--- src/logic/vidctl_pkg.sv ---
package vidctl_pkg;

    // frame geometry, one pixel per memory word
    localparam int FRAME_W      = 16;
    localparam int FRAME_H      = 4;
    localparam int FRAME_PIXELS = FRAME_W * FRAME_H;

    localparam int NUM_BUFFERS   = 3;
    localparam int BUF_IDX_W     = 2;
    // guard gap of 32 words between buffers
    localparam int BUFFER_STRIDE = FRAME_PIXELS + 32;

    localparam int ADDR_W      = 21;
    localparam int DATA_W      = 32;
    localparam int LOAD_ADDR_W = 10;
    localparam int STORE_W     = 17;

    localparam logic [7:0] MEM_INIT_DELAY = 8'd152;

    typedef enum logic [2:0] {
        BUF_AVAILABLE,
        BUF_WRITE_BUSY,
        BUF_READ_BUSY,
        BUF_DISPLAYED,
        BUF_UPDATED
    } buf_state_e;

    typedef enum logic {
        META_ACQUIRE,
        META_RELEASE
    } meta_op_e;

    typedef enum logic [2:0] {
        S_IDLE,
        S_START_WAIT,
        S_LOCK,
        S_START,
        S_RUN,
        S_RELEASE_LOCK
    } session_state_e;

    typedef enum logic {
        MEM_READ  = 1'b0,
        MEM_WRITE = 1'b1
    } mem_cmd_e;

endpackage

--- src/logic/buffer_table.sv ---
`timescale 1ns/1ps

module buffer_table (
    input  logic                          clk,
    input  logic                          rst_n,
    input  logic                          up_lock_req_i,
    input  vidctl_pkg::meta_op_e          up_op_i,
    input  logic                          dn_lock_req_i,
    input  vidctl_pkg::meta_op_e          dn_op_i,
    output logic                          up_lock_grant_o,
    output logic                          dn_lock_grant_o,
    output logic [vidctl_pkg::ADDR_W-1:0] write_base_o,
    output logic [vidctl_pkg::ADDR_W-1:0] read_base_o
);
    import vidctl_pkg::*;

    buf_state_e           buf_state [NUM_BUFFERS];
    logic [BUF_IDX_W-1:0] up_idx;
    logic [BUF_IDX_W-1:0] dn_idx;
    logic [BUF_IDX_W-1:0] up_pick;
    logic [BUF_IDX_W-1:0] dn_pick;
    logic                 up_served_last;

    // classes tried in order, lowest index wins inside a class
    function automatic logic [BUF_IDX_W-1:0] pick_buffer(
        input buf_state_e first_st,
        input buf_state_e last_st,
        input buf_state_e states [NUM_BUFFERS]
    );
        buf_state_e           prio [3];
        logic [BUF_IDX_W-1:0] idx;

        prio[0] = first_st;
        prio[1] = BUF_AVAILABLE;
        prio[2] = last_st;
        idx = '0;
        for (int p = 2; p >= 0; p--) begin
            for (int i = NUM_BUFFERS - 1; i >= 0; i--) begin
                if (states[i] == prio[p]) begin
                    idx = BUF_IDX_W'(i);
                end
            end
        end
        return idx;
    endfunction

    assign up_pick = pick_buffer(BUF_DISPLAYED, BUF_UPDATED, buf_state);
    assign dn_pick = pick_buffer(BUF_UPDATED, BUF_DISPLAYED, buf_state);

    // one grant per cycle, alternate on a tie
    assign up_lock_grant_o = up_lock_req_i && (!dn_lock_req_i || !up_served_last);
    assign dn_lock_grant_o = dn_lock_req_i && !up_lock_grant_o;

    always_ff @(posedge clk or negedge rst_n) begin
        if (!rst_n) begin
            for (int i = 0; i < NUM_BUFFERS; i++) begin
                buf_state[i] <= BUF_AVAILABLE;
            end
            up_idx         <= '0;
            dn_idx         <= '0;
            write_base_o   <= '0;
            read_base_o    <= '0;
            up_served_last <= 1'b0;
        end else if (up_lock_grant_o) begin
            up_served_last <= 1'b1;
            if (up_op_i == META_ACQUIRE) begin
                buf_state[up_pick] <= BUF_WRITE_BUSY;
                up_idx             <= up_pick;
                write_base_o       <= ADDR_W'(up_pick) * ADDR_W'(BUFFER_STRIDE);
            end else begin
                buf_state[up_idx] <= BUF_UPDATED;
            end
        end else if (dn_lock_grant_o) begin
            up_served_last <= 1'b0;
            if (dn_op_i == META_ACQUIRE) begin
                buf_state[dn_pick] <= BUF_READ_BUSY;
                dn_idx             <= dn_pick;
                read_base_o        <= ADDR_W'(dn_pick) * ADDR_W'(BUFFER_STRIDE);
            end else begin
                buf_state[dn_idx] <= BUF_DISPLAYED;
            end
        end
    end

endmodule

--- src/logic/frame_session.sv ---
`timescale 1ns/1ps

module frame_session (
    input  logic                 clk,
    input  logic                 rst_n,
    input  logic                 startup_done_i,
    input  logic                 lock_grant_i,
    input  logic                 done_i,
    output logic                 lock_req_o,
    output vidctl_pkg::meta_op_e op_o,
    output logic                 start_o
);
    import vidctl_pkg::*;

    session_state_e state;
    session_state_e state_next;

    always_ff @(posedge clk or negedge rst_n) begin
        if (!rst_n) begin
            state <= S_IDLE;
        end else begin
            state <= state_next;
        end
    end

    always_comb begin
        state_next = state;
        case (state)
            S_IDLE: begin
                state_next = S_START_WAIT;
            end
            S_START_WAIT: begin
                if (startup_done_i) begin
                    state_next = S_LOCK;
                end
            end
            S_LOCK: begin
                if (lock_grant_i) begin
                    state_next = S_START;
                end
            end
            S_START: begin
                state_next = S_RUN;
            end
            S_RUN: begin
                if (done_i) begin
                    state_next = S_RELEASE_LOCK;
                end
            end
            S_RELEASE_LOCK: begin
                if (lock_grant_i) begin
                    state_next = S_IDLE;
                end
            end
            default: begin
                state_next = S_IDLE;
            end
        endcase
    end

    // request held in both lock states, op tells them apart
    assign lock_req_o = (state == S_LOCK) || (state == S_RELEASE_LOCK);
    assign op_o       = (state == S_RELEASE_LOCK) ? META_RELEASE : META_ACQUIRE;
    assign start_o    = (state == S_START);

endmodule

--- src/logic/frame_writer.sv ---
`timescale 1ns/1ps

module frame_writer (
    input  logic                               clk,
    input  logic                               rst_n,
    input  logic                               start_i,
    input  logic [vidctl_pkg::ADDR_W-1:0]      base_i,
    input  logic                               load_valid_i,
    input  logic [vidctl_pkg::DATA_W-1:0]      load_pixel_i,
    input  logic                               wr_grant_i,
    output logic                               load_rd_o,
    output logic [vidctl_pkg::LOAD_ADDR_W-1:0] load_addr_o,
    output logic                               wr_req_o,
    output logic [vidctl_pkg::ADDR_W-1:0]      wr_addr_o,
    output logic [vidctl_pkg::DATA_W-1:0]      wr_data_o,
    output logic                               done_o
);
    import vidctl_pkg::*;

    typedef enum logic [1:0] {
        W_IDLE,
        W_FETCH,
        W_WAIT,
        W_WRITE
    } writer_state_e;

    writer_state_e                     state;
    logic [$clog2(FRAME_PIXELS)-1:0] pix_cnt;
    logic                              pix_last;

    assign pix_last = (pix_cnt == FRAME_PIXELS - 1);

    always_ff @(posedge clk or negedge rst_n) begin
        if (!rst_n) begin
            state   <= W_IDLE;
            pix_cnt <= '0;
            done_o  <= 1'b0;
        end else begin
            done_o <= 1'b0;
            case (state)
                W_IDLE: begin
                    if (start_i) begin
                        pix_cnt <= '0;
                        state   <= W_FETCH;
                    end
                end
                W_FETCH: begin
                    state <= W_WAIT;
                end
                W_WAIT: begin
                    if (load_valid_i) begin
                        state <= W_WRITE;
                    end
                end
                W_WRITE: begin
                    if (wr_grant_i) begin
                        if (pix_last) begin
                            done_o <= 1'b1;
                            state  <= W_IDLE;
                        end else begin
                            pix_cnt <= pix_cnt + 1'b1;
                            state   <= W_FETCH;
                        end
                    end
                end
                default: begin
                    state <= W_IDLE;
                end
            endcase
        end
    end

    // pixel held until the write is granted
    always_ff @(posedge clk) begin
        if (state == W_WAIT && load_valid_i) begin
            wr_data_o <= load_pixel_i;
        end
    end

    assign load_rd_o   = (state == W_FETCH);
    assign load_addr_o = LOAD_ADDR_W'(pix_cnt);
    assign wr_req_o    = (state == W_WRITE);
    assign wr_addr_o   = base_i + ADDR_W'(pix_cnt);

endmodule

--- src/logic/frame_reader.sv ---
`timescale 1ns/1ps

module frame_reader (
    input  logic                           clk,
    input  logic                           rst_n,
    input  logic                           start_i,
    input  logic [vidctl_pkg::ADDR_W-1:0]  base_i,
    input  logic                           rd_grant_i,
    input  logic                           rd_data_valid_i,
    input  logic [vidctl_pkg::DATA_W-1:0]  rd_data_i,
    input  logic                           store_full_i,
    output logic                           rd_req_o,
    output logic [vidctl_pkg::ADDR_W-1:0]  rd_addr_o,
    output logic                           store_wr_en_o,
    output logic [vidctl_pkg::STORE_W-1:0] store_data_o,
    output logic                           done_o
);
    import vidctl_pkg::*;

    typedef enum logic [1:0] {
        R_IDLE,
        R_REQ,
        R_WAIT,
        R_PUSH
    } reader_state_e;

    reader_state_e                     state;
    logic [$clog2(FRAME_PIXELS)-1:0] pix_cnt;
    logic                              pix_last;
    logic [DATA_W-1:0]                 rd_word;

    assign pix_last = (pix_cnt == FRAME_PIXELS - 1);

    always_ff @(posedge clk or negedge rst_n) begin
        if (!rst_n) begin
            state   <= R_IDLE;
            pix_cnt <= '0;
            done_o  <= 1'b0;
        end else begin
            done_o <= 1'b0;
            case (state)
                R_IDLE: begin
                    if (start_i) begin
                        pix_cnt <= '0;
                        state   <= R_REQ;
                    end
                end
                R_REQ: begin
                    if (rd_grant_i) begin
                        state <= R_WAIT;
                    end
                end
                R_WAIT: begin
                    if (rd_data_valid_i) begin
                        state <= R_PUSH;
                    end
                end
                R_PUSH: begin
                    if (!store_full_i) begin
                        if (pix_last) begin
                            done_o <= 1'b1;
                            state  <= R_IDLE;
                        end else begin
                            pix_cnt <= pix_cnt + 1'b1;
                            state   <= R_REQ;
                        end
                    end
                end
                default: begin
                    state <= R_IDLE;
                end
            endcase
        end
    end

    always_ff @(posedge clk) begin
        if (state == R_WAIT && rd_data_valid_i) begin
            rd_word <= rd_data_i;
        end
    end

    // no new read while the queue is full
    assign rd_req_o      = (state == R_REQ) && !store_full_i;
    assign rd_addr_o     = base_i + ADDR_W'(pix_cnt);
    assign store_wr_en_o = (state == R_PUSH) && !store_full_i;
    // bit 16 flags the last pixel of the frame
    assign store_data_o  = {pix_last, rd_word[STORE_W-2:0]};

endmodule

--- src/logic/mem_port_arbiter.sv ---
`timescale 1ns/1ps

module mem_port_arbiter (
    input  logic                          clk,
    input  logic                          rst_n,
    input  logic                          wr_req_i,
    input  logic [vidctl_pkg::ADDR_W-1:0] wr_addr_i,
    input  logic [vidctl_pkg::DATA_W-1:0] wr_data_i,
    input  logic                          rd_req_i,
    input  logic [vidctl_pkg::ADDR_W-1:0] rd_addr_i,
    output logic                          wr_grant_o,
    output logic                          rd_grant_o,
    output logic                          cmd_en_o,
    output vidctl_pkg::mem_cmd_e          cmd_o,
    output logic [vidctl_pkg::ADDR_W-1:0] addr_o,
    output logic [vidctl_pkg::DATA_W-1:0] wr_data_o
);
    import vidctl_pkg::*;

    logic wr_served_last;

    // writer wins unless it was served last and the reader waits
    assign wr_grant_o = wr_req_i && (!rd_req_i || !wr_served_last);
    assign rd_grant_o = rd_req_i && !wr_grant_o;

    always_ff @(posedge clk or negedge rst_n) begin
        if (!rst_n) begin
            wr_served_last <= 1'b0;
        end else if (wr_grant_o) begin
            wr_served_last <= 1'b1;
        end else if (rd_grant_o) begin
            wr_served_last <= 1'b0;
        end
    end

    assign cmd_en_o  = wr_grant_o || rd_grant_o;
    assign cmd_o     = wr_grant_o ? MEM_WRITE : MEM_READ;
    assign addr_o    = wr_grant_o ? wr_addr_i : (rd_grant_o ? rd_addr_i : '0);
    assign wr_data_o = wr_grant_o ? wr_data_i : '0;

endmodule

--- src/logic/video_controller.sv ---
`timescale 1ns/1ps

module video_controller (
    input  logic                               clk,
    input  logic                               rst_n,
    input  logic                               init_done_i,
    input  logic [vidctl_pkg::DATA_W-1:0]      rd_data_i,
    input  logic                               rd_data_valid_i,
    input  logic                               load_valid_i,
    input  logic [vidctl_pkg::DATA_W-1:0]      load_pixel_i,
    input  logic                               store_full_i,
    output logic [vidctl_pkg::ADDR_W-1:0]      addr_o,
    output vidctl_pkg::mem_cmd_e               cmd_o,
    output logic                               cmd_en_o,
    output logic [vidctl_pkg::DATA_W-1:0]      wr_data_o,
    output logic                               load_rd_o,
    output logic [vidctl_pkg::LOAD_ADDR_W-1:0] load_addr_o,
    output logic                               store_wr_en_o,
    output logic [vidctl_pkg::STORE_W-1:0]     store_data_o
);
    import vidctl_pkg::*;

    logic [7:0]        init_cnt;
    logic              startup_done;
    logic              up_lock_req;
    logic              dn_lock_req;
    meta_op_e          up_op;
    meta_op_e          dn_op;
    logic              up_lock_grant;
    logic              dn_lock_grant;
    logic [ADDR_W-1:0] write_base;
    logic [ADDR_W-1:0] read_base;
    logic              up_start;
    logic              dn_start;
    logic              up_done;
    logic              dn_done;
    logic              wr_req;
    logic              wr_grant;
    logic [ADDR_W-1:0] wr_addr;
    logic [DATA_W-1:0] wr_data;
    logic              rd_req;
    logic              rd_grant;
    logic [ADDR_W-1:0] rd_addr;

    // counts init_done cycles, saturates
    always_ff @(posedge clk or negedge rst_n) begin
        if (!rst_n) begin
            init_cnt <= '0;
        end else if (init_done_i && init_cnt != MEM_INIT_DELAY) begin
            init_cnt <= init_cnt + 8'd1;
        end
    end

    assign startup_done = (init_cnt == MEM_INIT_DELAY);

    buffer_table buffer_table_i (
        .clk             (clk),
        .rst_n           (rst_n),
        .up_lock_req_i   (up_lock_req),
        .up_op_i         (up_op),
        .dn_lock_req_i   (dn_lock_req),
        .dn_op_i         (dn_op),
        .up_lock_grant_o (up_lock_grant),
        .dn_lock_grant_o (dn_lock_grant),
        .write_base_o    (write_base),
        .read_base_o     (read_base)
    );

    frame_session upload_session (
        .clk            (clk),
        .rst_n          (rst_n),
        .startup_done_i (startup_done),
        .lock_grant_i   (up_lock_grant),
        .done_i         (up_done),
        .lock_req_o     (up_lock_req),
        .op_o           (up_op),
        .start_o        (up_start)
    );

    frame_session download_session (
        .clk            (clk),
        .rst_n          (rst_n),
        .startup_done_i (startup_done),
        .lock_grant_i   (dn_lock_grant),
        .done_i         (dn_done),
        .lock_req_o     (dn_lock_req),
        .op_o           (dn_op),
        .start_o        (dn_start)
    );

    frame_writer frame_writer_i (
        .clk          (clk),
        .rst_n        (rst_n),
        .start_i      (up_start),
        .base_i       (write_base),
        .load_valid_i (load_valid_i),
        .load_pixel_i (load_pixel_i),
        .wr_grant_i   (wr_grant),
        .load_rd_o    (load_rd_o),
        .load_addr_o  (load_addr_o),
        .wr_req_o     (wr_req),
        .wr_addr_o    (wr_addr),
        .wr_data_o    (wr_data),
        .done_o       (up_done)
    );

    frame_reader frame_reader_i (
        .clk             (clk),
        .rst_n           (rst_n),
        .start_i         (dn_start),
        .base_i          (read_base),
        .rd_grant_i      (rd_grant),
        .rd_data_valid_i (rd_data_valid_i),
        .rd_data_i       (rd_data_i),
        .store_full_i    (store_full_i),
        .rd_req_o        (rd_req),
        .rd_addr_o       (rd_addr),
        .store_wr_en_o   (store_wr_en_o),
        .store_data_o    (store_data_o),
        .done_o          (dn_done)
    );

    mem_port_arbiter mem_port_arbiter_i (
        .clk        (clk),
        .rst_n      (rst_n),
        .wr_req_i   (wr_req),
        .wr_addr_i  (wr_addr),
        .wr_data_i  (wr_data),
        .rd_req_i   (rd_req),
        .rd_addr_i  (rd_addr),
        .wr_grant_o (wr_grant),
        .rd_grant_o (rd_grant),
        .cmd_en_o   (cmd_en_o),
        .cmd_o      (cmd_o),
        .addr_o     (addr_o),
        .wr_data_o  (wr_data_o)
    );

endmodule

--- config.mk ---
export PLATFORM = sky130hd
export DESIGN_NAME = video_controller
export DESIGN_NICKNAME = d
export VERILOG_FILES = /design/src/logic/vidctl_pkg.sv /design/src/logic/buffer_table.sv /design/src/logic/frame_session.sv /design/src/logic/frame_writer.sv /design/src/logic/frame_reader.sv /design/src/logic/mem_port_arbiter.sv /design/src/logic/video_controller.sv
export SDC_FILE = /design/constraint.sdc
export NUM_CORES = 1
export LEC_CHECK = 0
export ABC_AREA = 0
export BUFFER_PORTS_ARGS = -buffer_cell sky130_fd_sc_hd__buf_4
export CORE_MARGIN = 5
export CORE_UTILIZATION = 50
export DETAILED_ROUTE_END_ITERATION = 7
export HOLD_SLACK_MARGIN = 0.12
export PLACE_DENSITY = 0.88
export REMOVE_ABC_BUFFERS = 1
export SLEW_MARGIN = 20
export SYNTH_ARGS = -nofsm -noshare
export SYNTH_HDL_FRONTEND = slang
export SYNTH_SLANG_ARGS = --single-unit
--- constraint.sdc ---
create_clock -name clk -period 2.7 [get_ports clk]
set_input_delay 0.27 -clock clk [delete_from_list [all_inputs] [get_ports clk]]
set_output_delay 0.27 -clock clk [all_outputs]
set_load 0.02 [all_outputs]
### Yosys cells after proc, flatten, opt, wreduce, memory -nomap -nowiden

Index checks and enable logic that the tools add are counted.

* bits in registers: 103
* output and inout port bits: 84
* bits of input ports: 70

* multiplexer cells: 74
* bitwise operators: 19
* $lt $le $gt $ge: 8
* add/subtract/negate cells: 5
* eq/ne operators: 43
* reduce and logical (&&, ||, !) cells: 44
* $mul: 2

Operators with widths (count)
* 2-to-1 mux 2 bit: 25
* 2-to-1 mux 6 bit: 6
* 2-to-1 mux 9 bit: 4
* one-hot mux 3 bit (6 select lines): 2
* 2-to-1 mux 3 bit: 11
* 2-to-1 mux 32 bit: 1
* demux 3 bit (select 2 bit): 4
* one-hot mux 6 bit (2 select lines): 2
* != test 2 bit, second input constant: 11
* equality test 3 x 2 -> 1 bit, second input constant: 7
* equality test 3 bit, second input constant: 7
* 2-to-1 mux 21 bit: 1
* adder 9 x 6 -> 10 bit: 2
* AND reduction 4 bit: 5
* AND 6 bit: 3
* NOT 6 bit: 3
* one-hot mux 2 bit (4 select lines): 2
* zero test 3 bit: 5
* 2-to-1 mux 1 bit: 15
* logical AND 1 bit: 13
* adder 6 x 1 -> 6 bit, second input constant: 2
* equality test 6 bit, second input constant: 2
* greater-or-equal comparator 3 bit, second input constant: 4
* less-than comparator 3 x 1 -> 1 bit, second input constant: 4
* other kinds (21): 54

### Logic depth before layout (Yosys ltp)

Gate-level depths: netlist of the first run.

* word-level depth: 20
* depth in mapped cells: 8
* depth with buffers taken out: 8

### Hierarchy

Synthesis of the first run repeated with hierarchy kept, for this count alone.

* cells, all modules: 629
* area total of the unflattened synthesis: 6715.2 µm²

Modules (own cells, without submodules)
* frame_writer: cells an instance 164, times used 1, area each 2118.3 µm², seq. area each 1186.1 µm²
* frame_reader: cells an instance 165, times used 1, area each 1729.2 µm², seq. area each 705.7 µm²
* buffer_table: cells an instance 157, times used 1, area each 1515.2 µm², seq. area each 500.5 µm²
* mem_port_arbiter: cells an instance 71, times used 1, area each 574.3 µm², seq. area each 25.0 µm²
* video_controller: cells an instance 34, times used 1, area each 412.9 µm², seq. area each 200.2 µm²
* frame_session: cells an instance 19, times used 2, area each 182.7 µm², seq. area each 75.1 µm²

### Worst setup path after synthesis of the first run

Ideal clock, no wire load.

* path type: flip-flop to output port
* start: register frame_reader_i.state[1]
* end: output addr_o[0] (netlist name)
* required time: 2.430 ns
* stages on the path, launching flop included: 7
* arrival time: 1.756 ns
* path slack: 0.674 ns
* cells stage by stage: dfrtp_1 inv_1 ha_1 nand3b_1 nand2_1 clkinv_1 a22o_1

* cells in the longest elaborated chain, start to end: 9

Ends and longest elaborated chain
* start: declaration: RTL line frame_reader.sv:27 `reader_state_e state;`
* start signal: assignment: RTL line frame_reader.sv:36 `state <= R_IDLE;`
* start signal: assignment: RTL line frame_reader.sv:45 `state <= R_REQ;`
* start signal: assignment: RTL line frame_reader.sv:50 `state <= R_WAIT;`
* equality test 2 x 1 -> 1 bit (*): RTL line frame_reader.sv:83 `assign rd_req_o = (state == R_REQ) && !store_full_i;`
* logical AND 1 bit (*): RTL line frame_reader.sv:83
* zero test 1 bit: RTL line mem_port_arbiter.sv:23 `assign wr_grant_o = wr_req_i && (!rd_req_i || !wr_served_last);`
* logical OR 1 bit: RTL line mem_port_arbiter.sv:23
* logical AND 1 bit: RTL line mem_port_arbiter.sv:23
* zero test 1 bit: RTL line mem_port_arbiter.sv:24 `assign rd_grant_o = rd_req_i && !wr_grant_o;`
* logical AND 1 bit: RTL line mem_port_arbiter.sv:24
* 2-to-1 mux 10 bit: RTL line mem_port_arbiter.sv:38 `assign addr_o = wr_grant_o ? wr_addr_i : (rd_grant_o ? rd_addr_i : '0);`
* 2-to-1 mux 21 bit (*): RTL line mem_port_arbiter.sv:38
* end: declaration: RTL line video_controller.sv:12 `output logic [vidctl_pkg::ADDR_W-1:0] addr_o,`

Every way passes the cells marked *; elsewhere a longest branch is shown, timed or not.

### Worst setup path in the final report of the first run

* start: register frame_reader_i.state[1]
* end: output addr_o[4] (netlist name)

Same word-level chain as after synthesis.

==> results.py, run 1 <==
metrics = {
    "outcome": {
        "status": "completed",
    },
    "route": {
        "wirelength_mm": 15.2,
        "drc": 0,
        "ant_nets": 0,
        "vias": 4515,
        "dr.first_iter.drc_count": 377,
        "wire_per_inst_um": 19.7,
        "firstDrtPassIters": 6,
        "viasPerCell": 5.85,
    },
    "die": {
        "start_util_pct": 51.7,
        "die_area_mm2": 0.0129,
        "core_mm2": 0.0104,
        "io_pins": 154,
        "die_w_um": 114,
        "die_height_um": 114,
        "rows": 37,
    },
    "pwr": {
        "powerDensity_mw_per_mm2": 804,
        "leakage_nw": 3.25,
        "netSwitchingPower_mw": 2.15,
        "vdd_ir_drop_max_mv": 0.754,
        "internal_power_mw": 3.59,
        "comb_power_share_pct": 39.3,
        "swShare_pct": 37.4,
        "clock_power_share_pct": 22.0,
        "sequentialPowerShare_pct": 38.8,
    },
    "worst_setup_path": {
        "rr_endpoint": "buffer_table_i.buf_state[5]",
        "path_cells": "inv_1 -> ha_1 -> nand3b_1 -> nand2_2 -> clkinvlp_4 -> a22o_1 -> buf_4",
        "max_stage_delay_ns": 0.46,
        "cp.arrival_ns": 2.33,
        "slowest_stage": "dfrtp_1",
        "path_class": "flip-flop to output pin",
        "critPathTopFamily": "buffers and inverters",
        "worst-path-max-fanout": 8,
        "critPathRequiredTime_ns": 2.43,
        "worstReg2RegStart": "buffer_table_i.buf_state[5]",
        "worst_setup_path_end_kind": "output pin",
        "ff2ff_path_depth": 8,
        "start_kind": "flip-flop",
        "cp_num_buf_inv": 3,
        "ff2ff_setup_slack_ns": 0.38,
    },
    "logic_synthesis": {
        "yosys-top-cells-area": "edfxtp_1 (27%), dfrtp_1 (25%), ha_1 (5.6%), and3_1 (4.3%), buf_4 (2.2%)",
        "ys_seq_area_share_pct": 51.4,
        "synthFlopType": "dfrtp_1",
        "synthTopCellsByCount": "dfrtp_1 (53), edfxtp_1 (48), and3_1 (37)",
        "netlist_instances": 459,
        "synthMostInstantiatedCell": "dfrtp_1",
        "ys_warn_count": 0,
        "async_flop_share_pct": 52.5,
        "synth_top_area_share_pct": 26.8,
        "synth_edf_count": 48,
        "yosysTopAreaCell": "edfxtp_1",
        "syn_area_mm2": 0.00538,
        "yosysUniqueCellTypes": 76,
        "syn_area_per_cell_um2": 11.7,
        "ys_seq_elements": 101,
    },
    "sta": {
        "hold_ws_ns": 0.235,
        "timing.fmax_ghz": 0.384,
        "hold_viol": 0,
        "tightest_slew_ns": 0.754,
        "worst_slack_ns": 0.0970,
        "setup_viol": 0,
        "post-route-period-util_pct": 96.4,
        "fin_crit_ns": 2.60,
        "max_slew_margin_pct": 49.7,
        "finalClockSkew_ns": 0.00839,
        "maxSlewViolCount": 0,
    },
    "min_path": {
        "whs_path_depth": 3,
        "holdCritPathClass": "input port to flip-flop",
        "min_from": "init_done_i",
        "min_to": "init_cnt[4]",
    },
    "layout": {
        "filler_cell_count": 692,
        "drive_above_1_share_pct": 28.5,
        "final_cells": 772,
        "layout.nets": 724,
        "finish.instance_area_mm2": 0.00715,
        "syn_to_final_growth_pct": 32.7,
    },
    "placement": {
        "place_hpwl_mm": 9.57,
        "numPortBuffers": 122,
        "post-place-ws_ns": 0.431,
        "place_congestion": 0.912,
        "post_dp_cell_area_mm2": 0.00636,
        "dp_cells": 705,
    },
    "grt": {
        "antenna_found_initial": 0,
        "grt_max_degree": 54,
        "grt_use_total_pct": 23.0,
        "grt_pass1_vias": 4623,
        "gr-total-overflow": 0,
        "grt_pass1_wl_mm": 23.5,
    },
    "flow_run": {
        "max_cap_viol_count": 0,
    },
    "clock_tree": {
        "cts.clk_slew.worst_paths_ns": 0.10,
        "cts_sinks": 101,
        "cts.htree.levels": 3,
        "clockBufferDepth": 2,
        "cts_made_buffers": 9,
        "clk_latency_ns": 0.35,
        "cts-root-buf": "clkbuf_8",
        "cts_tree": "built",
    },
}
==> layout make-up <==
class,instances,area (µm²),share of cell area (%)
sequential,101,2770,38.7
multi-input combinational,323,2410,33.7
timing repair buffer,177,1450,20.3
tap,136,170,2.38
clock buffer,11,141,1.98
clock inverter,5,129,1.80
inverter,18,71.3,0.998
antenna,1,2.50,0.0350
==> worst min-delay path, delay by kind of cell <==
kind | cells | cell delay (ns)
and+or+nand+nor | 1 | 0.10
xor gates and xnor gates | 1 | 0.06
buffers and inverters | 1 | 0.13
==> layer usage <==
layer | track usage (%) | vias up | share of wire [%]
met1 | 26.5 | 2186 | 37
met4 | 11.1 | 0 | 4.7
met3 | 4.46 | 55 | 7.0
met2 | 40.8 | 247 | 51
li1 | - | 2027 | -
met5 | 0 | - | 0
==> cell families after synthesis <==
group | Yosys count | share of synthesized area (%)
AND/OR/NAND/NOR | 155 | 17.6
other | 1 | 0.0697
adder cells (fa/ha/maj) | 24 | 5.58
XOR/XNOR | 12 | 1.95
AO/OA/AOI/OAI | 100 | 14.8
buffers and inverters | 49 | 4.90
flip-flops | 101 | 51.4
multiplexers | 17 | 3.67
==> power groups by stage <==
stage	combinational [mW]	sequential (mW)	clock, mW
after floorplan	1.22	2.24	0
after global placement	1.99	2.20	0
after detailed placement	2.08	2.23	0
after CTS	2.17	2.20	1.26
after global routing	2.41	2.27	1.33
final	2.25	2.23	1.26
==> per-stage QoR <==
| step | power (mW) | setup TNS, ns | util (%) |
|---|---|---|---|
| 2_1_floorplan | 3.46 | 0 | - |
| 3_3_place_gp | 4.20 | 0 | 61.1 |
| 3_5_place_dp | 4.31 | 0 | 61.1 |
| 4_1_cts | 5.63 | 0 | 68.5 |
| 5_1_grt | 6.00 | -0.0354 | 68.6 |
| 6_report | 5.74 | 0 | 68.6 |
==> layout by cell type (no fill, tap or decap), drive strengths merged, types with 8 or more instances in the layout <==
| master | n |
|---|---|
| nand2 | 21 |
| buf | 127 |
| inv | 18 |
| o21ai | 15 |
| a22o | 11 |
| nand3 | 15 |
| edfxtp | 48 |
| a21oi | 11 |
| and3 | 37 |
| nor2 | 14 |
| dlygate4sd3 | 50 |
| nor3 | 10 |
| dfrtp | 53 |
| conb | 15 |
| nand2b | 8 |
| nand3b | 9 |
| mux2 | 10 |
| clkbuf | 11 |
| ha | 24 |
==> registers in the layout, indices dropped and copies added, names as in the netlist <==
name                               flops
mem_port_arbiter_i.wr_served_last      1
frame_writer_i.wr_data_o              32
buffer_table_i.read_base_o             3
upload_session.state                   3
frame_reader_i.state                   2
buffer_table_i.up_served_last          1
buffer_table_i.buf_state               9
buffer_table_i.up_idx                  2
buffer_table_i.write_base_o            3
buffer_table_i.dn_idx                  2
frame_writer_i.done_o                  1
frame_reader_i.rd_word                16
frame_writer_i.pix_cnt                 6
download_session.state                 3
frame_reader_i.pix_cnt                 6
frame_writer_i.state                   2
init_cnt                               8
frame_reader_i.done_o                  1
==> worst max path at each step <==
| stage | from | end | slack, ns | cells after the start |
|---|---|---|---|---|
| final | frame_reader_i.state[1] | addr_o[4] | 0.1 | 7 |
| after global routing | frame_reader_i.state[1] | addr_o[4] | -0.02 | 7 |
| after CTS | frame_reader_i.state[1] | addr_o[5] | 0.07 | 7 |
| after detailed placement | buffer_table_i.buf_state[3] | buffer_table_i.buf_state[5] | 0.43 | 8 |
| after global placement | buffer_table_i.buf_state[1] | buffer_table_i.buf_state[2] | 0.48 | 8 |
| after floorplan | frame_reader_i.state[1] | addr_o[0] | 0.25 | 6 |
==> what timing repair did <==
| action | in CTS | in global routing |
|---|---|---|
| hold buffers | 50 | 0 |
| setup endpoints to repair | 0 | 7 |
| buffers inserted | 0 | 0 |
| resized for setup | 0 | 3 |
| hold endpoints to repair | 102 | 0 |
Power figures use the tool's default switching activity.
==> run 2: changes to the inputs <==
==> constraint.sdc (replaced) <==
create_clock -name clk -period 2.7 [get_ports clk]
set_input_delay 0.54 -clock clk [delete_from_list [all_inputs] [get_ports clk]]
set_output_delay 0.54 -clock clk [all_outputs]
set_load 0.02 [all_outputs]
==> run 2 against run 1 <==
Compared with the run above:
- combinational power down 5%
- largest power group is now sequential cells
- critical path depth decreased by 1
- power decreased by 6.7%
==> results.py, run 2 (synthesized netlist as in run 1, its figures left out) <==
metrics = {
    "outcome": {
        "status": "completed",
    },
    "grt": {
        "gr-total-overflow": 0,
        "grt_max_degree": 54,
        "grt_use_total_pct": 19.8,
        "grt_pass1_vias": 4167,
        "antenna_found_initial": 0,
        "grt_pass1_wl_mm": 20.5,
    },
    "sta": {
        "setup_viol": 0,
        "maxSlewViolCount": 0,
        "rsz0062_at_grt": "yes",
        "hold_ws_ns": 0.198,
        "max_slew_margin_pct": 50.7,
        "fin_crit_ns": 2.63,
        "finalClockSkew_ns": 0.0132,
        "worst_slack_ns": 0.0723,
        "timing.fmax_ghz": 0.381,
        "hold_viol": 0,
        "fin_tns_setup_ns": 0,
        "post-route-period-util_pct": 97.3,
        "tightest_slew_ns": 0.740,
    },
    "route": {
        "firstDrtPassIters": 5,
        "drc": 0,
        "ant_nets": 0,
        "wire_per_inst_um": 18.0,
        "wirelength_mm": 13.0,
        "vias": 4206,
        "dr.first_iter.drc_count": 290,
        "viasPerCell": 5.83,
    },
    "layout": {
        "layout.nets": 674,
        "final_cell_mix": "buf_4 (127), dfrtp_1 (53), edfxtp_1 (48), and3_1 (37), ha_1 (23)",
        "final_cells": 721,
        "mostFrequentLayoutCell": "buf_4",
        "drive_above_1_share_pct": 31.3,
        "antennaDiodeCount": 0,
        "reg.largest.list": "frame_writer_i.wr_data_o (32), frame_reader_i.rd_word (16), buffer_table_i.buf_state (9)",
        "largest_register": "frame_writer_i.wr_data_o",
        "finish.instance_area_mm2": 0.00659,
        "finish.utilization_pct": 63.2,
        "largest_reg_flops": 32,
        "syn_to_final_growth_pct": 22.3,
    },
    "pwr": {
        "clock_power_share_pct": 19.0,
        "netSwitchingPower_mw": 2.08,
        "vdd_ir_drop_max_mv": 0.610,
        "internal_power_mw": 3.28,
        "comb_power_share_pct": 39.7,
        "sequentialPowerShare_pct": 41.3,
        "powerDensity_mw_per_mm2": 814,
        "leakage_nw": 3.02,
        "swShare_pct": 38.8,
        "fin_total_pwr_mw": 5.36,
    },
    "die": {
        "io_pins": 154,
        "die_height_um": 114,
        "core_mm2": 0.0104,
        "die_area_mm2": 0.0129,
        "start_util_pct": 51.7,
        "die_w_um": 114,
        "rows": 37,
    },
    "clock_tree": {
        "clockBufferDepth": 2,
        "cts_setup_buffers": 0,
        "cts.htree.levels": 3,
        "cts_sinks": 101,
        "cts_made_buffers": 9,
        "cts_hold_buf": 0,
        "ctsResizeCount": 2,
        "cts_tree": "built",
        "clk_latency_ns": 0.37,
        "cts.clk_slew.worst_paths_ns": 0.10,
        "cts-root-buf": "clkbuf_8",
    },
    "worst_setup_path": {
        "cp-startpoint": "frame_reader_i.state[1]",
        "path_class": "flip-flop to output pin",
        "cpMostUsedCell": "nand2b_1",
        "path_cells": "inv_1 -> ha_2 -> nand2b_1 -> nand2b_1 -> o22ai_1 -> buf_4",
        "critPathRequiredTime_ns": 2.16,
        "worst-path-max-fanout": 5,
        "ff2ff_path_depth": 8,
        "worst_setup_path_end_kind": "output pin",
        "worstReg2RegStart": "buffer_table_i.buf_state[1]",
        "cp.arrival_ns": 2.09,
        "start_kind": "flip-flop",
        "slowest_stage": "dfrtp_1",
        "max_stage_delay_ns": 0.44,
    },
    "min_path": {
        "holdCritPathClass": "input port to async pin",
    },
    "placement": {
        "post-place-ws_ns": 0.272,
        "place_hpwl_mm": 9.62,
        "place_congestion": 0.888,
        "numPortBuffers": 122,
        "dp_cells": 705,
        "post_dp_cell_area_mm2": 0.00636,
    },
    "flow_run": {
        "max_cap_viol_count": 0,
    },
}
-- run 2: power groups by stage --
stage | Combinational, mW | Clock, mW | Sequential [mW]
after floorplan | 1.22 | 0 | 2.24
after global placement | 1.99 | 0 | 2.21
after detailed placement | 2.11 | 0 | 2.23
after CTS | 2.13 | 1.04 | 2.20
after global routing | 2.29 | 1.11 | 2.25
final | 2.13 | 1.02 | 2.21
-- run 2: cell type report --
type,instances,area [µm²]
Clock buffer,10,138
Clock inverter,6,75.1
Inverter,18,70.1
Timing Repair Buffer,127,953
Sequential cell,101,2770
Fill cell,805,3830
Tap cell,136,170
Multi-Input combinational cell,323,2410
-- run 2: final timing paths --
check,to,slack [ns]
max reg2reg,buffer_table_i.buf_state[8],0.31
min reg2reg,init_cnt[7],0.48
min in group clk,frame_writer_i.wr_data_o[31],0.33
max in group asynchronous,buffer_table_i.buf_state[2],2.03
max,addr_o[8],0.07
min,buffer_table_i.buf_state[8],0.20
-- run 2: layer usage --
| metal | share of wire (%) | vias to the layer above | routed length [µm] | track usage (%) |
|---|---|---|---|---|
| li1 | - | 1940 | - | - |
| met1 | 39 | 2048 | 5110 | 24.5 |
| met2 | 51 | 180 | 6620 | 33.9 |
| met3 | 6.7 | 38 | 876 | 4.30 |
| met4 | 2.9 | 0 | 370 | 7.92 |
| met5 | 0 | - | 0 | 0 |
-- run 2: worst max-delay path, delay by kind of cell (launching register included) --
| family | cells | cell delay (ns) |
|---|---|---|
| compound gates | 1 | 0.32 |
| fa+ha+maj | 1 | 0.24 |
| buf+inv | 2 | 0.30 |
| flops | 1 | 0.44 |
| simple gates | 2 | 0.42 |
